File: src/hdl/prefetch_pkg.sv
package prefetch_pkg;

  ////////////////////////////////////////////////////////////////////////////
  // Sizes
  ////////////////////////////////////////////////////////////////////////////

  // Address and instruction width
  localparam int ADDR_W     = 32;
  // Bytes per fetch word, used for alignment and increment
  localparam int WORD_BYTES = 4;
  // Buffer entries, also the limit on outstanding requests
  localparam int DEPTH      = 4;
  // One extra bit so a count can reach DEPTH itself
  localparam int CNT_W      = $clog2(DEPTH) + 1;

  ////////////////////////////////////////////////////////////////////////////
  // Port bundles
  ////////////////////////////////////////////////////////////////////////////

  // Command from the fetch stage
  typedef struct packed {
    logic              req;
    logic              branch;
    logic [ADDR_W-1:0] branch_addr;
  } fetch_cmd_t;

  // Request channel towards instruction memory
  typedef struct packed {
    logic              valid;
    logic [ADDR_W-1:0] addr;
  } mem_req_t;

  // Response channel, no ready on this side
  typedef struct packed {
    logic              valid;
    logic [ADDR_W-1:0] rdata;
  } mem_resp_t;

  // Address and instruction pair handed to the fetch stage
  typedef struct packed {
    logic              valid;
    logic [ADDR_W-1:0] addr;
    logic [ADDR_W-1:0] instr;
  } fetch_out_t;

  ////////////////////////////////////////////////////////////////////////////
  // Internal control
  ////////////////////////////////////////////////////////////////////////////

  typedef enum logic {IDLE, BRANCH_WAIT} ctrl_state_e;

  // Buffer command from the controller
  typedef struct packed {
    logic push;
    logic pop;
    logic flush;
  } fifo_cmd_t;

  // Where the request address comes from
  typedef enum logic [1:0] {SEL_BRANCH, SEL_HOLD, SEL_INCR} addr_sel_e;

endpackage
File: src/hdl/prefetch_top.sv
`timescale 1ns/1ps

module prefetch_top (
  input  logic                      clk,
  input  logic                      rst_n,
  // Fetch stage
  input  prefetch_pkg::fetch_cmd_t  fetch_cmd_i,
  input  logic                      fetch_ready_i,
  output prefetch_pkg::fetch_out_t  fetch_o,
  output logic                      busy_o,
  // Instruction memory
  output prefetch_pkg::mem_req_t    mem_req_o,
  input  logic                      mem_ready_i,
  input  prefetch_pkg::mem_resp_t   mem_resp_i
);

  prefetch_pkg::fifo_cmd_t          fifo_cmd;
  prefetch_pkg::addr_sel_e          addr_sel;
  logic                             addr_load;
  logic [prefetch_pkg::ADDR_W-1:0]  req_addr;
  logic [prefetch_pkg::CNT_W-1:0]   fifo_cnt;
  logic                             fifo_empty;
  logic                             req_valid;
  logic                             fetch_valid;
  logic                             fetch_take;
  logic [prefetch_pkg::ADDR_W-1:0]  instr;
  logic [prefetch_pkg::ADDR_W-1:0]  pc;

  ////////////////////////////////////////////////////////////////////////////
  // Control
  ////////////////////////////////////////////////////////////////////////////

  prefetch_ctrl u_ctrl (
    .clk           (clk),
    .rst_n         (rst_n),
    .fetch_cmd_i   (fetch_cmd_i),
    .fetch_ready_i (fetch_ready_i),
    .mem_ready_i   (mem_ready_i),
    .resp_valid_i  (mem_resp_i.valid),
    .fifo_cnt_i    (fifo_cnt),
    .fifo_empty_i  (fifo_empty),
    .req_valid_o   (req_valid),
    .fetch_valid_o (fetch_valid),
    .busy_o        (busy_o),
    .fifo_cmd_o    (fifo_cmd),
    .addr_sel_o    (addr_sel),
    .addr_load_o   (addr_load)
  );

  ////////////////////////////////////////////////////////////////////////////
  // Datapath
  ////////////////////////////////////////////////////////////////////////////

  prefetch_addr_gen u_addr_gen (
    .clk           (clk),
    .rst_n         (rst_n),
    .branch_addr_i (fetch_cmd_i.branch_addr),
    .addr_sel_i    (addr_sel),
    .addr_load_i   (addr_load),
    .req_addr_o    (req_addr)
  );

  // Instruction taken by the fetch stage this cycle
  assign fetch_take = fetch_valid && fetch_ready_i;

  fetch_pc_track u_pc_track (
    .clk          (clk),
    .rst_n        (rst_n),
    .fetch_cmd_i  (fetch_cmd_i),
    .fetch_take_i (fetch_take),
    .pc_o         (pc)
  );

  fetch_fifo u_fifo (
    .clk        (clk),
    .rst_n      (rst_n),
    .fifo_cmd_i (fifo_cmd),
    .resp_i     (mem_resp_i),
    .instr_o    (instr),
    .cnt_o      (fifo_cnt),
    .empty_o    (fifo_empty)
  );

  // Pack outputs into the bus bundles
  assign mem_req_o = '{valid: req_valid, addr: req_addr};
  assign fetch_o   = '{valid: fetch_valid, addr: pc, instr: instr};

endmodule

File: src/hdl/fetch_fifo.sv
`timescale 1ns/1ps

module fetch_fifo (
  input  logic                              clk,
  input  logic                              rst_n,
  input  prefetch_pkg::fifo_cmd_t           fifo_cmd_i,
  input  prefetch_pkg::mem_resp_t           resp_i,
  output logic [prefetch_pkg::ADDR_W-1:0]   instr_o,
  output logic [prefetch_pkg::CNT_W-1:0]    cnt_o,
  output logic                              empty_o
);

  // Entry storage
  logic [prefetch_pkg::ADDR_W-1:0]  mem_q [prefetch_pkg::DEPTH];

  // Pointers wrap naturally since DEPTH is a power of two
  logic [prefetch_pkg::CNT_W-2:0]   wr_ptr_q;
  logic [prefetch_pkg::CNT_W-2:0]   rd_ptr_q;
  logic [prefetch_pkg::CNT_W-1:0]   cnt_q;
  logic [prefetch_pkg::CNT_W-1:0]   cnt_d;

  logic                             wr_en;
  logic                             rd_en;

  ////////////////////////////////////////////////////////////////////////////
  // Handshake qualification
  ////////////////////////////////////////////////////////////////////////////

  // Write only real response words
  assign wr_en = fifo_cmd_i.push && resp_i.valid;
  assign rd_en = fifo_cmd_i.pop && !empty_o;

  always_comb begin
    cnt_d = cnt_q;
    if (fifo_cmd_i.flush) begin
      cnt_d = '0;
    end else if (wr_en && !rd_en) begin
      cnt_d = cnt_q + 1'b1;
    end else if (!wr_en && rd_en) begin
      cnt_d = cnt_q - 1'b1;
    end
  end

  ////////////////////////////////////////////////////////////////////////////
  // Pointers and count
  ////////////////////////////////////////////////////////////////////////////

  always_ff @(posedge clk or negedge rst_n) begin
    if (!rst_n) begin
      wr_ptr_q <= '0;
      rd_ptr_q <= '0;
      cnt_q    <= '0;
    end else begin
      cnt_q <= cnt_d;
      if (fifo_cmd_i.flush) begin
        // Drop all entries at once
        wr_ptr_q <= '0;
        rd_ptr_q <= '0;
      end else begin
        if (wr_en) begin
          wr_ptr_q <= wr_ptr_q + 1'b1;
        end
        if (rd_en) begin
          rd_ptr_q <= rd_ptr_q + 1'b1;
        end
      end
    end
  end

  // Entry write
  always_ff @(posedge clk) begin
    if (wr_en && !fifo_cmd_i.flush) begin
      mem_q[wr_ptr_q] <= resp_i.rdata;
    end
  end

  ////////////////////////////////////////////////////////////////////////////
  // Outputs
  ////////////////////////////////////////////////////////////////////////////

  assign empty_o = (cnt_q == '0);
  assign cnt_o   = cnt_q;

  // Empty buffer passes the live response word through
  assign instr_o = empty_o ? resp_i.rdata : mem_q[rd_ptr_q];

endmodule

File: src/hdl/fetch_pc_track.sv
`timescale 1ns/1ps

module fetch_pc_track (
  input  logic                              clk,
  input  logic                              rst_n,
  input  prefetch_pkg::fetch_cmd_t          fetch_cmd_i,
  // Fetch valid and ready both high
  input  logic                              fetch_take_i,
  output logic [prefetch_pkg::ADDR_W-1:0]   pc_o
);

  logic [prefetch_pkg::ADDR_W-1:0] pc_q;
  logic [prefetch_pkg::ADDR_W-1:0] pc_d;
  logic [prefetch_pkg::ADDR_W-1:0] aligned_target;

  // Word aligned, same as the request side
  assign aligned_target = fetch_cmd_i.branch_addr &
                          ~(prefetch_pkg::ADDR_W'(prefetch_pkg::WORD_BYTES - 1));

  ////////////////////////////////////////////////////////////////////////////
  // Next PC
  ////////////////////////////////////////////////////////////////////////////

  always_comb begin
    pc_d = pc_q;
    // Branch first, fetch valid is low in that cycle anyway
    if (fetch_cmd_i.branch) begin
      pc_d = aligned_target;
    end else if (fetch_take_i) begin
      pc_d = pc_q + prefetch_pkg::ADDR_W'(prefetch_pkg::WORD_BYTES);
    end
  end

  always_ff @(posedge clk or negedge rst_n) begin
    if (!rst_n) begin
      pc_q <= '0;
    end else begin
      pc_q <= pc_d;
    end
  end

  // Address of the word now at the fetch output
  assign pc_o = pc_q;

endmodule

File: src/hdl/prefetch_addr_gen.sv
`timescale 1ns/1ps

module prefetch_addr_gen (
  input  logic                              clk,
  input  logic                              rst_n,
  input  logic [prefetch_pkg::ADDR_W-1:0]   branch_addr_i,
  input  prefetch_pkg::addr_sel_e           addr_sel_i,
  input  logic                              addr_load_i,
  output logic [prefetch_pkg::ADDR_W-1:0]   req_addr_o
);

  // Clears the byte offset within a word
  logic [prefetch_pkg::ADDR_W-1:0] align_mask;

  logic [prefetch_pkg::ADDR_W-1:0] addr_q;
  logic [prefetch_pkg::ADDR_W-1:0] aligned_branch;
  logic [prefetch_pkg::ADDR_W-1:0] addr_incr;

  ////////////////////////////////////////////////////////////////////////////
  // Candidate addresses
  ////////////////////////////////////////////////////////////////////////////

  assign align_mask     = ~(prefetch_pkg::ADDR_W'(prefetch_pkg::WORD_BYTES - 1));

  // Only whole words are fetched
  assign aligned_branch = branch_addr_i & align_mask;

  // Next sequential word after the last accepted one
  assign addr_incr      = (addr_q & align_mask) +
                          prefetch_pkg::ADDR_W'(prefetch_pkg::WORD_BYTES);

  always_comb begin
    case (addr_sel_i)
      prefetch_pkg::SEL_BRANCH: req_addr_o = aligned_branch;
      // Pending target replayed during branch wait
      prefetch_pkg::SEL_HOLD:   req_addr_o = addr_q;
      prefetch_pkg::SEL_INCR:   req_addr_o = addr_incr;
      default:                  req_addr_o = addr_incr;
    endcase
  end

  ////////////////////////////////////////////////////////////////////////////
  // Address register
  ////////////////////////////////////////////////////////////////////////////

  always_ff @(posedge clk or negedge rst_n) begin
    if (!rst_n) begin
      addr_q <= '0;
    end else if (addr_load_i) begin
      addr_q <= req_addr_o;
    end
  end

endmodule

File: src/hdl/prefetch_ctrl.sv
`timescale 1ns/1ps

module prefetch_ctrl (
  input  logic                                clk,
  input  logic                                rst_n,
  // Fetch stage side
  input  prefetch_pkg::fetch_cmd_t            fetch_cmd_i,
  input  logic                                fetch_ready_i,
  // Memory side
  input  logic                                mem_ready_i,
  input  logic                                resp_valid_i,
  // Buffer status
  input  logic [prefetch_pkg::CNT_W-1:0]      fifo_cnt_i,
  input  logic                                fifo_empty_i,
  // Control outputs
  output logic                                req_valid_o,
  output logic                                fetch_valid_o,
  output logic                                busy_o,
  output prefetch_pkg::fifo_cmd_t             fifo_cmd_o,
  output prefetch_pkg::addr_sel_e             addr_sel_o,
  output logic                                addr_load_o
);

  prefetch_pkg::ctrl_state_e            state_q;
  prefetch_pkg::ctrl_state_e            state_d;

  // Requests accepted by memory but not yet answered
  logic [prefetch_pkg::CNT_W-1:0]       out_cnt_q;
  logic [prefetch_pkg::CNT_W-1:0]       out_cnt_d;
  // Responses still to be dropped after a branch
  logic [prefetch_pkg::CNT_W-1:0]       flush_cnt_q;
  logic [prefetch_pkg::CNT_W-1:0]       flush_cnt_d;

  // Buffer words plus words in flight, one bit wider so the sum cannot wrap
  logic [prefetch_pkg::CNT_W:0]         occupancy;

  logic                                 count_up;
  logic                                 count_down;
  logic                                 req_accept;
  logic                                 resp_drop;
  logic                                 bypass;

  ////////////////////////////////////////////////////////////////////////////
  // Request gating
  ////////////////////////////////////////////////////////////////////////////

  assign occupancy   = {1'b0, fifo_cnt_i} + {1'b0, out_cnt_q};

  // Only ask when every word in flight is sure to find a buffer slot
  assign req_valid_o = fetch_cmd_i.req &&
                       (occupancy < (prefetch_pkg::CNT_W+1)'(prefetch_pkg::DEPTH));
  assign req_accept  = req_valid_o && mem_ready_i;

  // Busy while anything is in flight or about to be issued
  assign busy_o      = (out_cnt_q != '0) || req_valid_o;

  ////////////////////////////////////////////////////////////////////////////
  // Fetch side and buffer commands
  ////////////////////////////////////////////////////////////////////////////

  // Branch cycle and pending flush both hide whatever arrives
  assign resp_drop     = fetch_cmd_i.branch || (flush_cnt_q != '0);

  assign fetch_valid_o = (!fifo_empty_i || resp_valid_i) && !resp_drop;

  // Live word goes straight out when buffer is empty and the stage takes it
  assign bypass        = fifo_empty_i && fetch_ready_i;

  assign fifo_cmd_o.push  = resp_valid_i && !resp_drop && !bypass;
  assign fifo_cmd_o.pop   = fetch_valid_o && fetch_ready_i && !fifo_empty_i;
  // Buffered words are all older than the branch
  assign fifo_cmd_o.flush = fetch_cmd_i.branch;

  ////////////////////////////////////////////////////////////////////////////
  // Outstanding and flush counters
  ////////////////////////////////////////////////////////////////////////////

  assign count_up   = req_accept;
  assign count_down = resp_valid_i;

  always_comb begin
    out_cnt_d = out_cnt_q;
    if (count_up && !count_down) begin
      out_cnt_d = out_cnt_q + 1'b1;
    end else if (!count_up && count_down) begin
      out_cnt_d = out_cnt_q - 1'b1;
    end
  end

  always_comb begin
    flush_cnt_d = flush_cnt_q;
    if (fetch_cmd_i.branch) begin
      // Everything in flight at the branch is stale
      flush_cnt_d = out_cnt_q;
      // A response landing now is already dropped
      if (resp_valid_i && (out_cnt_q != '0)) begin
        flush_cnt_d = out_cnt_q - 1'b1;
      end
    end else if (resp_valid_i && (flush_cnt_q != '0)) begin
      flush_cnt_d = flush_cnt_q - 1'b1;
    end
  end

  ////////////////////////////////////////////////////////////////////////////
  // Branch wait FSM, picks the request address source
  ////////////////////////////////////////////////////////////////////////////

  always_comb begin
    state_d    = state_q;
    addr_sel_o = prefetch_pkg::SEL_INCR;
    case (state_q)
      prefetch_pkg::IDLE: begin
        if (fetch_cmd_i.branch) begin
          addr_sel_o = prefetch_pkg::SEL_BRANCH;
          // Target not taken this cycle, keep it on the port
          if (!req_accept) begin
            state_d = prefetch_pkg::BRANCH_WAIT;
          end
        end
      end
      prefetch_pkg::BRANCH_WAIT: begin
        // A fresh branch replaces the waiting target
        if (fetch_cmd_i.branch) begin
          addr_sel_o = prefetch_pkg::SEL_BRANCH;
        end else begin
          addr_sel_o = prefetch_pkg::SEL_HOLD;
        end
        if (req_accept) begin
          state_d = prefetch_pkg::IDLE;
        end
      end
      default: begin
        state_d = prefetch_pkg::IDLE;
      end
    endcase
  end

  // Capture the target on a branch, and the sent address on acceptance
  assign addr_load_o = fetch_cmd_i.branch || req_accept;

  always_ff @(posedge clk or negedge rst_n) begin
    if (!rst_n) begin
      state_q     <= prefetch_pkg::IDLE;
      out_cnt_q   <= '0;
      flush_cnt_q <= '0;
    end else begin
      state_q     <= state_d;
      out_cnt_q   <= out_cnt_d;
      flush_cnt_q <= flush_cnt_d;
    end
  end

endmodule

File: config.mk
export PLATFORM = sky130hd
export DESIGN_NAME = prefetch_top
export DESIGN_NICKNAME = d
export VERILOG_FILES = /design/src/hdl/prefetch_pkg.sv /design/src/hdl/prefetch_top.sv /design/src/hdl/fetch_fifo.sv /design/src/hdl/fetch_pc_track.sv /design/src/hdl/prefetch_addr_gen.sv /design/src/hdl/prefetch_ctrl.sv
export SDC_FILE = /design/constraint.sdc
export NUM_CORES = 1
export LEC_CHECK = 0
export BUFFER_PORTS_ARGS = -buffer_cell sky130_fd_sc_hd__buf_2
export CAP_MARGIN = 20
export CORE_MARGIN = 2
export CORE_UTILIZATION = 50
export CTS_CLUSTER_DIAMETER = 120
export DETAILED_ROUTE_END_ITERATION = 10
export PLACE_DENSITY = 0.81
export SLEW_MARGIN = 20
export SYNTH_ARGS = -nofsm -noshare
export SYNTH_HDL_FRONTEND = slang
export SYNTH_SLANG_ARGS = --single-unit
File: constraint.sdc
create_clock -name clk -period 6.4 [get_ports clk]
set_input_delay 0 -clock clk [delete_from_list [all_inputs] [get_ports clk]]
set_output_delay 0 -clock clk [all_outputs]
set_load 0.01 [all_outputs]
After elaboration in Yosys (flattened, before gate mapping):

Memories as Yosys holds them, arrays and structs flattened.
Cells that the tools add are included.

* add/sub/neg operators: 10
* multiply operators: 0
* magnitude comparators: 1
* reduce and logical (&&, ||, !) cells: 39
* bitwise gates (word level): 1
* eq/ne operators: 1
* shifts and indexed selects: 0
* divide/modulo/power cells: 0
* mux-type cells: 24

Operators with widths (count)
* 32-bit 2-to-1 mux: 3
* 32-bit by 3-bit adder with 32-bit output, second input constant: 2
* 32-bit case mux with 2 select lines: 1
* 3-bit 2-to-1 mux: 8
* 1-bit logical AND: 17
* 2-bit 2-to-1 mux: 5
* 2-bit nonzero test: 5
* 3-bit nonzero test: 3
* 3-bit by 1-bit subtractor with 3-bit output, second input constant: 3
* 1-bit zero test: 8
* 3-bit by 1-bit adder with 3-bit output, second input constant: 2
* 1-bit 2-to-1 mux: 5
* 2-bit by 1-bit adder with 2-bit output, second input constant: 2
* 3-bit by 3-bit adder with 4-bit output: 1
* 1-bit logical OR: 4
* 4-bit by 3-bit less-than comparator with 1-bit output, second input constant: 1
* 2-bit case mux with 2 select lines: 1
* 3-bit zero test: 1
* 2-bit by 1-bit == test with 1-bit output, second input constant: 1
* 2-bit zero test: 1
* 1-bit case mux with 2 select lines: 1
* 1-bit inverter: 1

* register bits after elaboration: 78
* memory bits (read-only): 0
* logic and storage cells: 85
* input bits: 71
* output and inout port bits: 99
* memories kept: 1
* bits in latches: 0
* RAM bits: 128

Memory list
* u_fifo.mem_q: depth 4, width 32, rd ports 1, clocked after Yosys merged registers in 0, write ports 1, line fetch_fifo.sv:14 `logic [prefetch_pkg::ADDR_W-1:0] mem_q [prefetch_pkg::DEPTH];`

Longest topological paths before layout:

Gate-level depths: netlist of run 1.

* depth in word-level cells: 11
* mapped depth: 10
* depth with buffers taken out: 9

By module:

From an unflattened synthesis of run 1, not the netlist that was laid out.

* cell total of the unflattened synthesis: 926
* area total of the unflattened synthesis: 11214.5 sq um

Modules (own cells, without submodules)
* fetch_fifo: sequential area each 4018.9 sq um, times used 1, area each 5657.9 sq um, cells an instance 253
* prefetch_addr_gen: sequential area each 800.8 sq um, times used 1, area each 3225.6 sq um, cells an instance 416
* fetch_pc_track: sequential area each 750.7 sq um, times used 1, area each 1729.2 sq um, cells an instance 192
* prefetch_ctrl: sequential area each 175.2 sq um, times used 1, area each 580.6 sq um, cells an instance 62
* prefetch_top: sequential area each 0.0 sq um, times used 1, area each 21.3 sq um, cells an instance 3

Least setup slack after synthesis of run 1:

No wires, ideal clock.

* path kind: reg2reg
* start point: register u_ctrl.flush_cnt_q[0] in the netlist's numbering
* end point: memory u_fifo.mem_q[0][0] in the netlist's numbering, enable pin
* setup time: 392 ps
* required time: 6008 ps
* buffers on the path: 0
* period minus slack after synthesis: 2582 ps
* arrival time: 2190 ps
* path slack: 3818 ps
* stages on the path, launching flop included: 6
* cell sequence: dfrtp_1 > inv_1 > ha_1 > nand3_1 > a211oi_1 > and2_1

* cells in the longest elaborated chain, start to end: 9

Ends and longest elaborated chain
* start, declared: line prefetch_ctrl.sv:31 `logic [prefetch_pkg::CNT_W-1:0] flush_cnt_q;`
* start signal, assigned: line prefetch_ctrl.sv:149 `flush_cnt_q <= flush_cnt_d;`
* 3-bit nonzero test: line prefetch_ctrl.sv:62 `assign resp_drop = fetch_cmd_i.branch || (flush_cnt_q != '0);`
* 1-bit logical OR: line prefetch_ctrl.sv:62
* 1-bit zero test: line prefetch_ctrl.sv:69 `assign fifo_cmd_o.push = resp_valid_i && !resp_drop && !bypass;`
* 1-bit logical AND (2 in a row): line prefetch_ctrl.sv:69
* 1-bit logical AND: line fetch_fifo.sv:30 `assign wr_en = fifo_cmd_i.push && resp_i.valid;`
* 1-bit logical AND: line fetch_fifo.sv:72 `if (wr_en && !fifo_cmd_i.flush) begin`
* 1-bit 2-to-1 mux: line fetch_fifo.sv:72
* 1-bit 2-to-1 mux (implied by the code): line fetch_fifo.sv:73 `mem_q[wr_ptr_q] <= resp_i.rdata;`
* end, declared: line fetch_fifo.sv:14

No other way between the ends.

Worst setup path after layout of run 1:

* start point: register u_fifo.cnt_q, in the netlist u_fifo.cnt_o[2]
* end point: register u_ctrl.out_cnt_q[2] in the netlist's numbering

* cells in the longest elaborated chain, start to end: 7
* elaborated cells on any way between the ends: 9
* those cells by class: add/sub: 1; order compare: 1; mux: 1; reduce/logical: 6

Ends and longest elaborated chain
* start, declared: line fetch_fifo.sv:19 `logic [prefetch_pkg::CNT_W-1:0] cnt_q;`
* start signal, assigned: line fetch_fifo.sv:54 `cnt_q <= cnt_d;`
* 3-bit by 3-bit adder with 4-bit output (*): line prefetch_ctrl.sv:47 `assign occupancy = {1'b0, fifo_cnt_i} + {1'b0, out_cnt_q};`
* 4-bit by 3-bit less-than comparator with 1-bit output (*): line prefetch_ctrl.sv:51 `(occupancy < (prefetch_pkg::CNT_W+1)'(prefetch_pkg::DEPTH));`
* 1-bit logical AND (*): line prefetch_ctrl.sv:50 `assign req_valid_o = fetch_cmd_i.req &&`
* 1-bit logical AND (*): line prefetch_ctrl.sv:52 `assign req_accept = req_valid_o && mem_ready_i;`
* 1-bit zero test: line prefetch_ctrl.sv:85 `end else if (!count_up && count_down) begin`
* 1-bit logical AND: line prefetch_ctrl.sv:85
* 2-bit nonzero test (no source line)
* end signal, assigned: line prefetch_ctrl.sv:148 `out_cnt_q <= out_cnt_d;`
* end, declared: line prefetch_ctrl.sv:28 `logic [prefetch_pkg::CNT_W-1:0] out_cnt_q;`

Mark *: on every way between the ends. The rest lies on a longest branch, timed or not.
A chain may end at the register's enable or synchronous reset.

==> results by group, run 1 <==
Final layout
  • Commonest non-fill, non-tap cell in the layout: buf_2
  • Synth-to-Final Area Change: 23.3%
  • Most frequent cells in the layout: buf_2, nand2_1, edfxtp_1
  • Antenna Cells: 0
  • NumNets Final: 1161
  • Final instance area: 0.0126 mm²
  • Fillers: 1516
  • Layout cells sized above 1: 25.4%

Setup path
  • Nature of the critical path startpoint: flop
  • Worst reg2reg path startpoint: u_fifo.cnt_o[2]
  • Worst endpoint required time: 6.77 ns
  • FF-to-FF path depth: 8
  • WP data arrival: 3.42 ns
  • Crit path max fanout: 11
  • Critical setup path kind: reg -> reg
  • R2R Setup Slk: 3.35 ns
  • Worst flop-to-flop path endpoint: u_ctrl.out_cnt_q[2]
  • Crit path capture type: flop

Power and ir drop
  • Switching share of power: 28.8%
  • Combinational power share: 19.1%
  • Psw: 0.000980 W
  • Peak supply drop: 158 µV
  • Lkg Pwr: 4.83 nW
  • Sequential share of power: 46.7%
  • Pint: 0.00243 W
  • Clk pwr share: 34.2%
  • Cell Pwr Density: 270 mW/mm²

Clocking
  • CTS sink count: 204
  • H-tree Lvls: 1
  • Worst-Skew Late Latency: 0.51 ns
  • TritonCTS clock tree: yes
  • CTS root buffer: clkbuf_16
  • Worst-path clk slew: 0.06 ns
  • Post-CTS setup buffer count: 0
  • Max Root-Sink Buffers: 3
  • TritonCTS Buffers: 22

Yosys
  • Mean Syn Cell Area: 11.9 µm²
  • Yosys reg bits: 204
  • Post-Synth Simple-Gate Area: 16.1%
  • Post-synthesis compound-gate area fraction: 7.36%
  • Mapped cell area: 0.0102 mm²
  • YS warnings: 0
  • Synth Instances: 859
  • Synth Area in XOR/XNOR: 5.40%
  • Synth Area in Adders: 1.91%
  • Post-synth EDFFs: 128
  • Synth unique cells: 57
  • Register area share after synthesis: 56.2%
  • Async set-reset flop share out of synthesis: 37.3%
  • Post-synth top area share: 37.6%
  • Mux contribution to synthesized area: 10.1%
  • Prevailing post-synth register cell: edfxtp_1
  • Largest family of logic cells by synthesized area: simple AND/OR/NAND/NOR gates
  • Top post-synthesis cells by area: edfxtp_1, dfrtp_1, mux4_2
  • Synth area leader: edfxtp_1

Timing
  • Final worst-path cycle share: 47.7%
  • Count of final max-slew check failures: 0
  • Fmax: 328 MHz
  • RSZ-0062 raised after global routing: no
  • Hold Vio Cnt, Final: 0
  • Worst-Margin Slew: 0.882 ns
  • Setup TNS: 0 ns
  • Setup slack after layout: 3.35 ns
  • Fin crit period: 3.05 ns
  • Final setup vio count: 0
  • Max-slew headroom: 40.6%
  • Final setup skew: 0.0132 ns

Route
  • DR vias/cell: 5.74
  • Vias: 7812
  • ANT nets after route: 0
  • First-pass DRT Iterations: 5
  • Final wirelength: 25.5 mm
  • Avg WL per Cell: 18.7 µm
  • Residual DRC count: 0
  • DR iter-0 viols: 529

Global route
  • First-pass GRT wire length: 40.8 mm
  • Initial antenna violation count: 1
  • Grt total ovfl: 0
  • Largest net degree at the start of global routing: 77
  • Vias in the first global route: 7904
  • Gr usage total: 23.6%

Floorplan
  • Die footprint: 0.0216 mm²
  • Row cnt: 52
  • Core area: 0.0202 mm²
  • I/O Pins: 170
  • Die width: 147 µm
  • Initial core utilization: 50.7%
  • Die span in y: 147 µm

Placement
  • Placer Congestion: 0.849
  • Hpwl dp: 15.5 mm
  • Dpl ws: 3.41 ns
  • PortBufs: 165
  • Placed inst area: 0.0113 mm²

Hold path
  • Hold WC Path Type: in -> async

Outcome
  • Status: completed

Run
  • Max Cap Viol: 0
-- cells by family (layout without fill, tap and decap cells) --
logic type / after synthesis / after routing
AO/OA/AOI/OAI: 107 / 107
AND/OR/NAND/NOR: 337 / 337
buffers and inverters: 72 / 302
multiplexers: 60 / 60
adder cells (fa/ha/maj): 15 / 15
flip-flops: 204 / 204
XOR/XNOR: 63 / 63
other: 1 / 2
-- layout make-up --
type	count	area, µm²	share of cell area, %
Timing Repair Buffer	244	1590	12.6
Clock inverter	13	80.1	0.635
Multi-Input combinational cell	584	4190	33.3
Clock buffer	26	587	4.66
Sequential cell	204	5750	45.6
Inverter	19	71.3	0.566
Tap cell	270	338	2.68
-- how the worst max path moves through the flow --
| stage | start | endpoint | slack (ns) | depth (start not counted) |
|---|---|---|---|---|
| 3_5_place_dp | u_fifo.cnt_o[2] | u_addr_gen.addr_q[28] | 3.41 | 6 |
| 2_1_floorplan | u_ctrl.flush_cnt_q[0] | u_fifo.mem_q[0][0] | 3.82 | 5 |
| 5_1_grt | u_fifo.cnt_o[2] | u_ctrl.out_cnt_q[2] | 3.21 | 8 |
| 4_1_cts | u_fifo.cnt_o[2] | u_ctrl.out_cnt_q[2] | 3.40 | 8 |
| 6_report | u_fifo.cnt_o[2] | u_ctrl.out_cnt_q[2] | 3.35 | 8 |
| 3_3_place_gp | u_fifo.cnt_o[2] | u_ctrl.out_cnt_q[2] | 3.48 | 8 |
-- per-layer routing --
metal,part of all wire [%],vias up,GRT usage [%]
li1,-,3593,-
met1,40,3827,29.6
met2,50,331,40.8
met3,7.0,59,4.91
met4,2.7,2,8.51
met5,0.051,-,0
-- through the flow --
stage	hold slack, ns	std cells	power [W]	util [%]
after detailed placement	0.235	1256	0.00222	55.9
after CTS	0.129	1360	0.00341	62.4
after floorplan	-0.296	860	0.00199	-
after global placement	0.224	1256	0.00220	55.9
after global routing	0.165	1360	0.00355	62.5
final	0.0978	1360	0.00341	62.5
-- critical path, stage by stage (launching register included) --
cell	delay [ns]
dfrtp_1	0.44
ha_1	0.32
nor4b_1	0.30
nand3_1	0.58
inv_1	0.60
ha_1	0.30
mux2i_1	0.19
nor2_1	0.06
xor2_1	0.14
-- power by group through the flow --
stage / Combinational [W] / Sequential [W] / Clock (W)
final: 0.000650 / 0.00159 / 0.00116
after floorplan: 0.000397 / 0.00159 / 0
after global routing: 0.000717 / 0.00160 / 0.00123
after detailed placement: 0.000604 / 0.00161 / 0
after CTS: 0.000641 / 0.00159 / 0.00118
after global placement: 0.000589 / 0.00161 / 0
-- registers in the layout, indices dropped and copies added, names as in the netlist --
register	count
u_ctrl.flush_cnt_q	3
u_fifo.rd_ptr_q	2
u_fifo.mem_q	128
u_addr_gen.addr_q	32
u_ctrl.out_cnt_q	3
u_fifo.cnt_o	3
u_pc_track.pc_o	30
u_fifo.wr_ptr_q	2
u_ctrl.state_q	1
-- synth_stat cells (3+ instances only) --
cell and instances:
xnor2_1 34, a221o_1 3, nor2_1 38, a21boi_0 30
a31oi_1 7, mux2i_1 6, inv_1 19, or2_2 4
and3_1 5, a211oi_1 4, mux2_2 22, buf_2 7
buf_4 4, xor2_1 29, mux4_2 32, dfrtp_1 76
o31a_1 8, o21ai_0 16, ha_1 14, nand2_1 137
o211ai_1 6, o21a_1 9, buf_1 8, and2_1 9
clkbuf_1 33, a21oi_1 13, nor3_1 21, nor4_1 21
nand2b_1 16, nand3_1 36, or3_1 10, edfxtp_1 128
nand4_1 23
-- repair_timing --
| item | CTS | global route |
|---|---|---|
| setup endpoints to repair | 0 | 0 |
| hold endpoints to repair | 267 | 0 |
| resized for setup | 0 | 0 |
| hold buffers | 65 | 0 |
No activity file was read; power rests on OpenSTA's default activity.
==> run 2: changes to the inputs <==
PLACE_DENSITY = 0.84   (was 0.81)
clock period = 2.44 ns   (was 6.4 ns; I/O delays follow)
==> results by group, run 2 (same netlist as run 1, synthesis figures left out) <==
Route
  • DR vias/cell: 5.90 (+2.7%)
  • First-pass DRT Iterations: 5 (unchanged)
  • ANT nets after route: 0 (unchanged)
  • DR iter-0 viols: 579 (+9.5%)
  • Final wirelength: 28.1 mm (+10%)
  • Avg WL per Cell: 19.7 µm (+5.4%)
  • Vias: 8389 (+7.4%)
  • Residual DRC count: 0 (unchanged)

Outcome
  • Failing checks: setup timing
  • Status: finished with violations

Clocking
  • Max Root-Sink Buffers: 3 (unchanged)
  • TritonCTS clock tree: yes
  • H-tree Lvls: 1 (unchanged)
  • CTS sink count: 204 (unchanged)
  • CTS root buffer: clkbuf_16
  • Worst-path clk slew: 0.06 ns (about the same)
  • TritonCTS Buffers: 21 (-4.5%)
  • Worst-Skew Late Latency: 0.50 ns (about the same)

Floorplan
  • Core area: 0.0202 mm² (unchanged)
  • Die footprint: 0.0216 mm² (unchanged)
  • Die width: 147 µm (unchanged)
  • I/O Pins: 170 (unchanged)
  • Row cnt: 52 (unchanged)
  • Initial core utilization: 50.7% (unchanged)
  • Die span in y: 147 µm (unchanged)

Power and ir drop
  • Cell Pwr Density: 724 mW/mm² (+170%)
  • Lkg Pwr: 5.27 nW (+9.0%)
  • Peak supply drop: 491 µV (+210%)

Global route
  • First-pass GRT wire length: 43.0 mm (+5.5%)
  • Largest net degree at the start of global routing: 77 (unchanged)
  • Grt total ovfl: 0 (unchanged)
  • Vias in the first global route: 8333 (+5.4%)
  • Gr usage total: 24.9% (+1.3 points)
  • Initial antenna violation count: 1 (unchanged)

Final layout
  • Most frequent cells in the layout: buf_2, nand2_1, edfxtp_1
  • Synth-to-Final Area Change: 31.6%
  • Fillers: 1338 (-12%)
  • NumNets Final: 1222 (+5.3%)
  • Layout cells sized above 1: 32.1% (+6.6 points)
  • Max FFs per register: 128 (unchanged)
  • Multi-input gate area: 0.00433 mm² (+3.4%)
  • Commonest non-fill, non-tap cell in the layout: buf_2
  • Largest Register: u_fifo.mem_q
  • Seq. cell area: 0.00575 mm² (+0.11%)

Placement
  • PortBufs: 165 (unchanged)
  • Placer Congestion: 0.884 (+4.1%)
  • Hpwl dp: 17.1 mm (+10%)
  • Dpl ws: -0.0571 ns (-3.47 ns)

Timing
  • Count of final max-slew check failures: 0 (unchanged)
  • Setup slack after layout: -0.228 ns (-3.58 ns)
  • Final setup vio count: 8 (+8)
  • Final worst-path cycle share: 109%
  • Hold Slack: 0.136 ns (+0.0381 ns)
  • RSZ-0062 raised after global routing: yes
  • Final setup skew: 0.0135 ns (+0.000250 ns)
  • Fmax: 375 MHz
  • Fin crit period: 2.67 ns
  • Worst-Margin Slew: 0.811 ns (-0.0717 ns)
  • Hold Vio Cnt, Final: 0 (unchanged)
  • Max-slew headroom: 45.9% (+5.3 points)

Setup path
  • FF-to-FF path depth: 7 (-1)
  • Crit path capture type: primary output
  • WP data arrival: 2.67 ns (-0.75 ns)
  • Worst endpoint required time: 2.44 ns (-4.33 ns)
  • Nature of the critical path startpoint: flop
  • Crit path max fanout: 6 (-5)
  • Critical setup path kind: reg -> out

Run
  • Max Cap Viol: 0 (unchanged)

Hold path
  • Hold path cells: 5
  • Hold WC Path Type: in -> reg
-- run 2: cell type report --
cell class	instances	area share, %
Timing Repair Buffer	306	16.2
Sequential cell	204	42.8
Tap cell	270	2.51
Clock buffer	22	3.94
Antenna cell	1	0.0186
Clock inverter	16	1.79
Inverter	19	0.558
Multi-Input combinational cell	584	32.2
-- run 2: where the power goes --
group          switching [W]  total (W)  internal [W]
clock network        0.00135    0.00357       0.00222
logic                0.00112    0.00204      0.000916
registers           0.000233    0.00413       0.00389
-- run 2: per-layer routing --
layer | up-vias | share of wire (%) | track usage [%]
li1 | 3719 | - | -
met1 | 4103 | 39 | 32.3
met2 | 474 | 49 | 42.3
met3 | 93 | 8.6 | 4.35
met4 | 0 | 3.5 | 9.47
met5 | - | 0 | 0
-- run 2: timing repair --
item / in CTS / in global routing
endpoints found under the hold margin: 271 / 20
pin swaps: 7 / 13
setup buffers: 15 / 12
endpoints found under the setup margin: 22 / 50
resized for setup: 19 / 24
hold buffers: 66 / 1
-- run 2: path summary, 6_finish.rpt --
path | start | endpoint | slack, ns
worst max-delay path | u_addr_gen.addr_q[7] | mem_req_o[19] | -0.23
worst min-delay path | mem_ready_i | u_ctrl.state_q | 0.14
worst max register to register | u_fifo.cnt_o[2] | u_addr_gen.addr_q[27] | 0.03
worst min register to register | u_addr_gen.addr_q[1] | u_addr_gen.addr_q[1] | 0.54
max in group asynchronous | rst_n | u_fifo.rd_ptr_q[0] | 1.26
min in group asynchronous | rst_n | u_pc_track.pc_o[24] | 0.55
-- run 2: metrics by stage --
| step | cells | util [%] | cell area [µm²] | setup TNS (ns) | power [W] |
|---|---|---|---|---|---|
| 2_1_floorplan | 860 | - | 10200 | 0 | 0.00521 |
| 3_3_place_gp | 1288 | 57.5 | 11600 | 0 | 0.00584 |
| 6_report | 1422 | 66.7 | 13400 | -1.12 | 0.00973 |
| 5_1_grt | 1421 | 66.6 | 13400 | -2.07 | 0.0101 |
| 3_5_place_dp | 1288 | 57.5 | 11600 | -0.108 | 0.00591 |
| 4_1_cts | 1407 | 65.6 | 13200 | -0.816 | 0.00960 |
-- run 2: worst max-delay path, stage by stage (launching register included) --
cell and delay [ns]:
dfrtp_1 0.39, nand2_2 0.09, or4_4 0.55, buf_6 0.15, buf_4 0.13, buf_4 0.13, nor3_1 0.22, xnor2_1 0.19
a21boi_0 0.12, buf_2 0.19
==> run 3: changes to the inputs <==
GPL_TIMING_DRIVEN = 0   (was unset)
==> results by group, run 3 (same netlist as run 1, synthesis figures left out) <==
Placement
  • Hpwl dp: 17.4 mm (+1.8%)
  • Placer Congestion: 0.934 (+5.6%)
  • PortBufs: 164 (-0.61%)
  • Dpl ws: -0.574 ns (-0.517 ns)
  • Placed inst area: 0.0114 mm² (-1.5%)

Power and ir drop
  • Cell Pwr Density: 730 mW/mm² (+0.80%)
  • Lkg Pwr: 5.36 nW (+1.7%)
  • Peak supply drop: 506 µV (+3.2%)

Setup path
  • Max stage delay on crit path: 0.57 ns (+0.02 ns)
  • Critical-path top delay cell: or4_4
  • Worst endpoint required time: 2.44 ns (about the same)
  • Critical setup path kind: reg -> out
  • Critical path cell sequence: nand2_4 -> or4_4 -> or3_4 -> o21a_1 -> o31a_1 -> buf_6
  • Nature of the critical path startpoint: flop
  • Crit path capture type: primary output
  • Crit path max fanout: 5 (-1)
  • WP data arrival: 2.64 ns (-0.03 ns)

Floorplan
  • Core area: 0.0202 mm² (unchanged)
  • Initial core utilization: 50.7% (unchanged)
  • Row cnt: 52 (unchanged)
  • Die footprint: 0.0216 mm² (unchanged)
  • Die span in y: 147 µm (unchanged)
  • I/O Pins: 170 (unchanged)
  • Die width: 147 µm (unchanged)

Clocking
  • H-tree Lvls: 1 (unchanged)
  • CTS sink count: 204 (unchanged)
  • TritonCTS clock tree: yes
  • CTS root buffer: clkbuf_16
  • Worst-path clk slew: 0.06 ns (about the same)
  • Worst-Skew Late Latency: 0.51 ns (about the same)
  • TritonCTS Buffers: 23 (+9.5%)
  • Max Root-Sink Buffers: 3 (unchanged)

Outcome
  • Status: finished with violations
  • Failing checks: setup timing

Route
  • Avg WL per Cell: 21.0 µm (+6.6%)
  • ANT nets after route: 0 (unchanged)
  • Vias: 8653 (+3.1%)
  • Final wirelength: 30.3 mm (+7.9%)
  • Residual DRC count: 0 (unchanged)
  • DR vias/cell: 6.01 (+1.9%)
  • DR iter-0 viols: 766 (+32%)
  • First-pass DRT Iterations: 6 (+1)

Final layout
  • Max FFs per register: 128 (unchanged)
  • Util after Layout: 67.7% (+1.1 points)
  • Largest Register: u_fifo.mem_q
  • Final instance area: 0.0137 mm² (+1.6%)
  • Most frequent cells in the layout: buf_2, nand2_1, edfxtp_1
  • Layout cells sized above 1: 32.5% (+0.42 points)
  • NumNets Final: 1236 (+1.1%)
  • Commonest non-fill, non-tap cell in the layout: buf_2
  • Synth-to-Final Area Change: 33.6%

Timing
  • Hold Slack: 0.0139 ns (-0.122 ns)
  • Fin crit period: 2.64 ns (-0.0276 ns)
  • Hold Vio Cnt, Final: 0 (unchanged)
  • Final worst-path cycle share: 108% (-1.1 points)
  • Max-slew headroom: 48.1% (+2.2 points)
  • Fmax: 379 MHz (+1.0%)
  • Count of final max-slew check failures: 0 (unchanged)
  • Final setup vio count: 17 (+9)
  • Final setup skew: 0.00968 ns (-0.00379 ns)
  • RSZ-0062 raised after global routing: yes
  • Setup slack after layout: -0.200 ns (+0.0276 ns)
  • Worst-Margin Slew: 0.778 ns (-0.0328 ns)

Global route
  • Largest net degree at the start of global routing: 42 (-45%)
  • Vias in the first global route: 8474 (+1.7%)
  • First-pass GRT wire length: 43.9 mm (+2.0%)
  • Initial antenna violation count: 2 (+1)
  • Grt total ovfl: 0 (unchanged)
  • Gr usage total: 25.7% (+0.82 points)

Run
  • Max Cap Viol: 0 (unchanged)

Hold path
  • Hold WC Path Type: in -> async
run 3: final timing paths:
check / start / to / slack (ns) / cells after the start
hold reg to reg: u_ctrl.out_cnt_q[2] / u_ctrl.out_cnt_q[2] / 0.56 / 1
hold / removal: rst_n / u_pc_track.pc_o[23] / 0.01 / 2
min in group clk: fetch_cmd_i[32] / u_ctrl.flush_cnt_q[1] / 0.11 / 3
setup / recovery: u_addr_gen.addr_q[8] / mem_req_o[31] / -0.20 / 6
max in group asynchronous: rst_n / u_fifo.cnt_o[1] / 1.80 / 3
setup reg to reg: u_addr_gen.addr_q[8] / u_addr_gen.addr_q[26] / -0.07 / 6
run 3: through the flow:
stage                     TNS (ns)  cells  total power [W]
final                        -1.35   1439          0.00997
after detailed placement    -54.81   1295          0.00587
after global routing         -2.46   1437           0.0103
after CTS                   -0.754   1418          0.00975
after global placement      -43.22   1294          0.00580
after floorplan                  0    860          0.00521
run 3: timing repair:
action | 4_1_cts | 5_1_grt
endpoints found under the hold margin | 268 | 0
buffers inserted | 21 | 19
gates cloned | 0 | 2
hold buffers | 65 | 0
setup endpoints to repair | 216 | 202
pin swaps | 14 | 12
gates resized for setup | 79 | 48
run 3: cell type report:
| type | instances | area, µm² |
|---|---|---|
| sequential | 204 | 5750 |
| clock buffer | 32 | 649 |
| buffer | 46 | 285 |
| clock inverter | 10 | 158 |
| fill | 1302 | 6510 |
| tap | 270 | 338 |
| multi-input combinational | 586 | 4580 |
| timing repair buffer | 270 | 1810 |
| inverter | 19 | 71.3 |
| antenna | 2 | 5.00 |
run 3: report_power, final:
group          switching, W  internal (W)  leakage [nW]
Sequential         0.000290       0.00390          2.04
Clock               0.00138       0.00228         0.399
Combinational       0.00118      0.000944          2.92
run 3: routing by layer:
metal | track usage, % | vias up | wire length, µm
li1 | - | 3751 | -
met1 | 32.9 | 4208 | 11200
met2 | 41.8 | 565 | 14600
met3 | 5.43 | 129 | 2880
met4 | 13.3 | 0 | 1610
met5 | 0 | - | 0
run 3: critical path, delay by kind of cell, from the launching register on:
kind | cells | cell delay (ns)
AO/OA/AOI/OAI | 2 | 0.45
buffers and inverters | 1 | 0.13
flip-flops | 1 | 0.44
AND/OR/NAND/NOR | 3 | 1.12
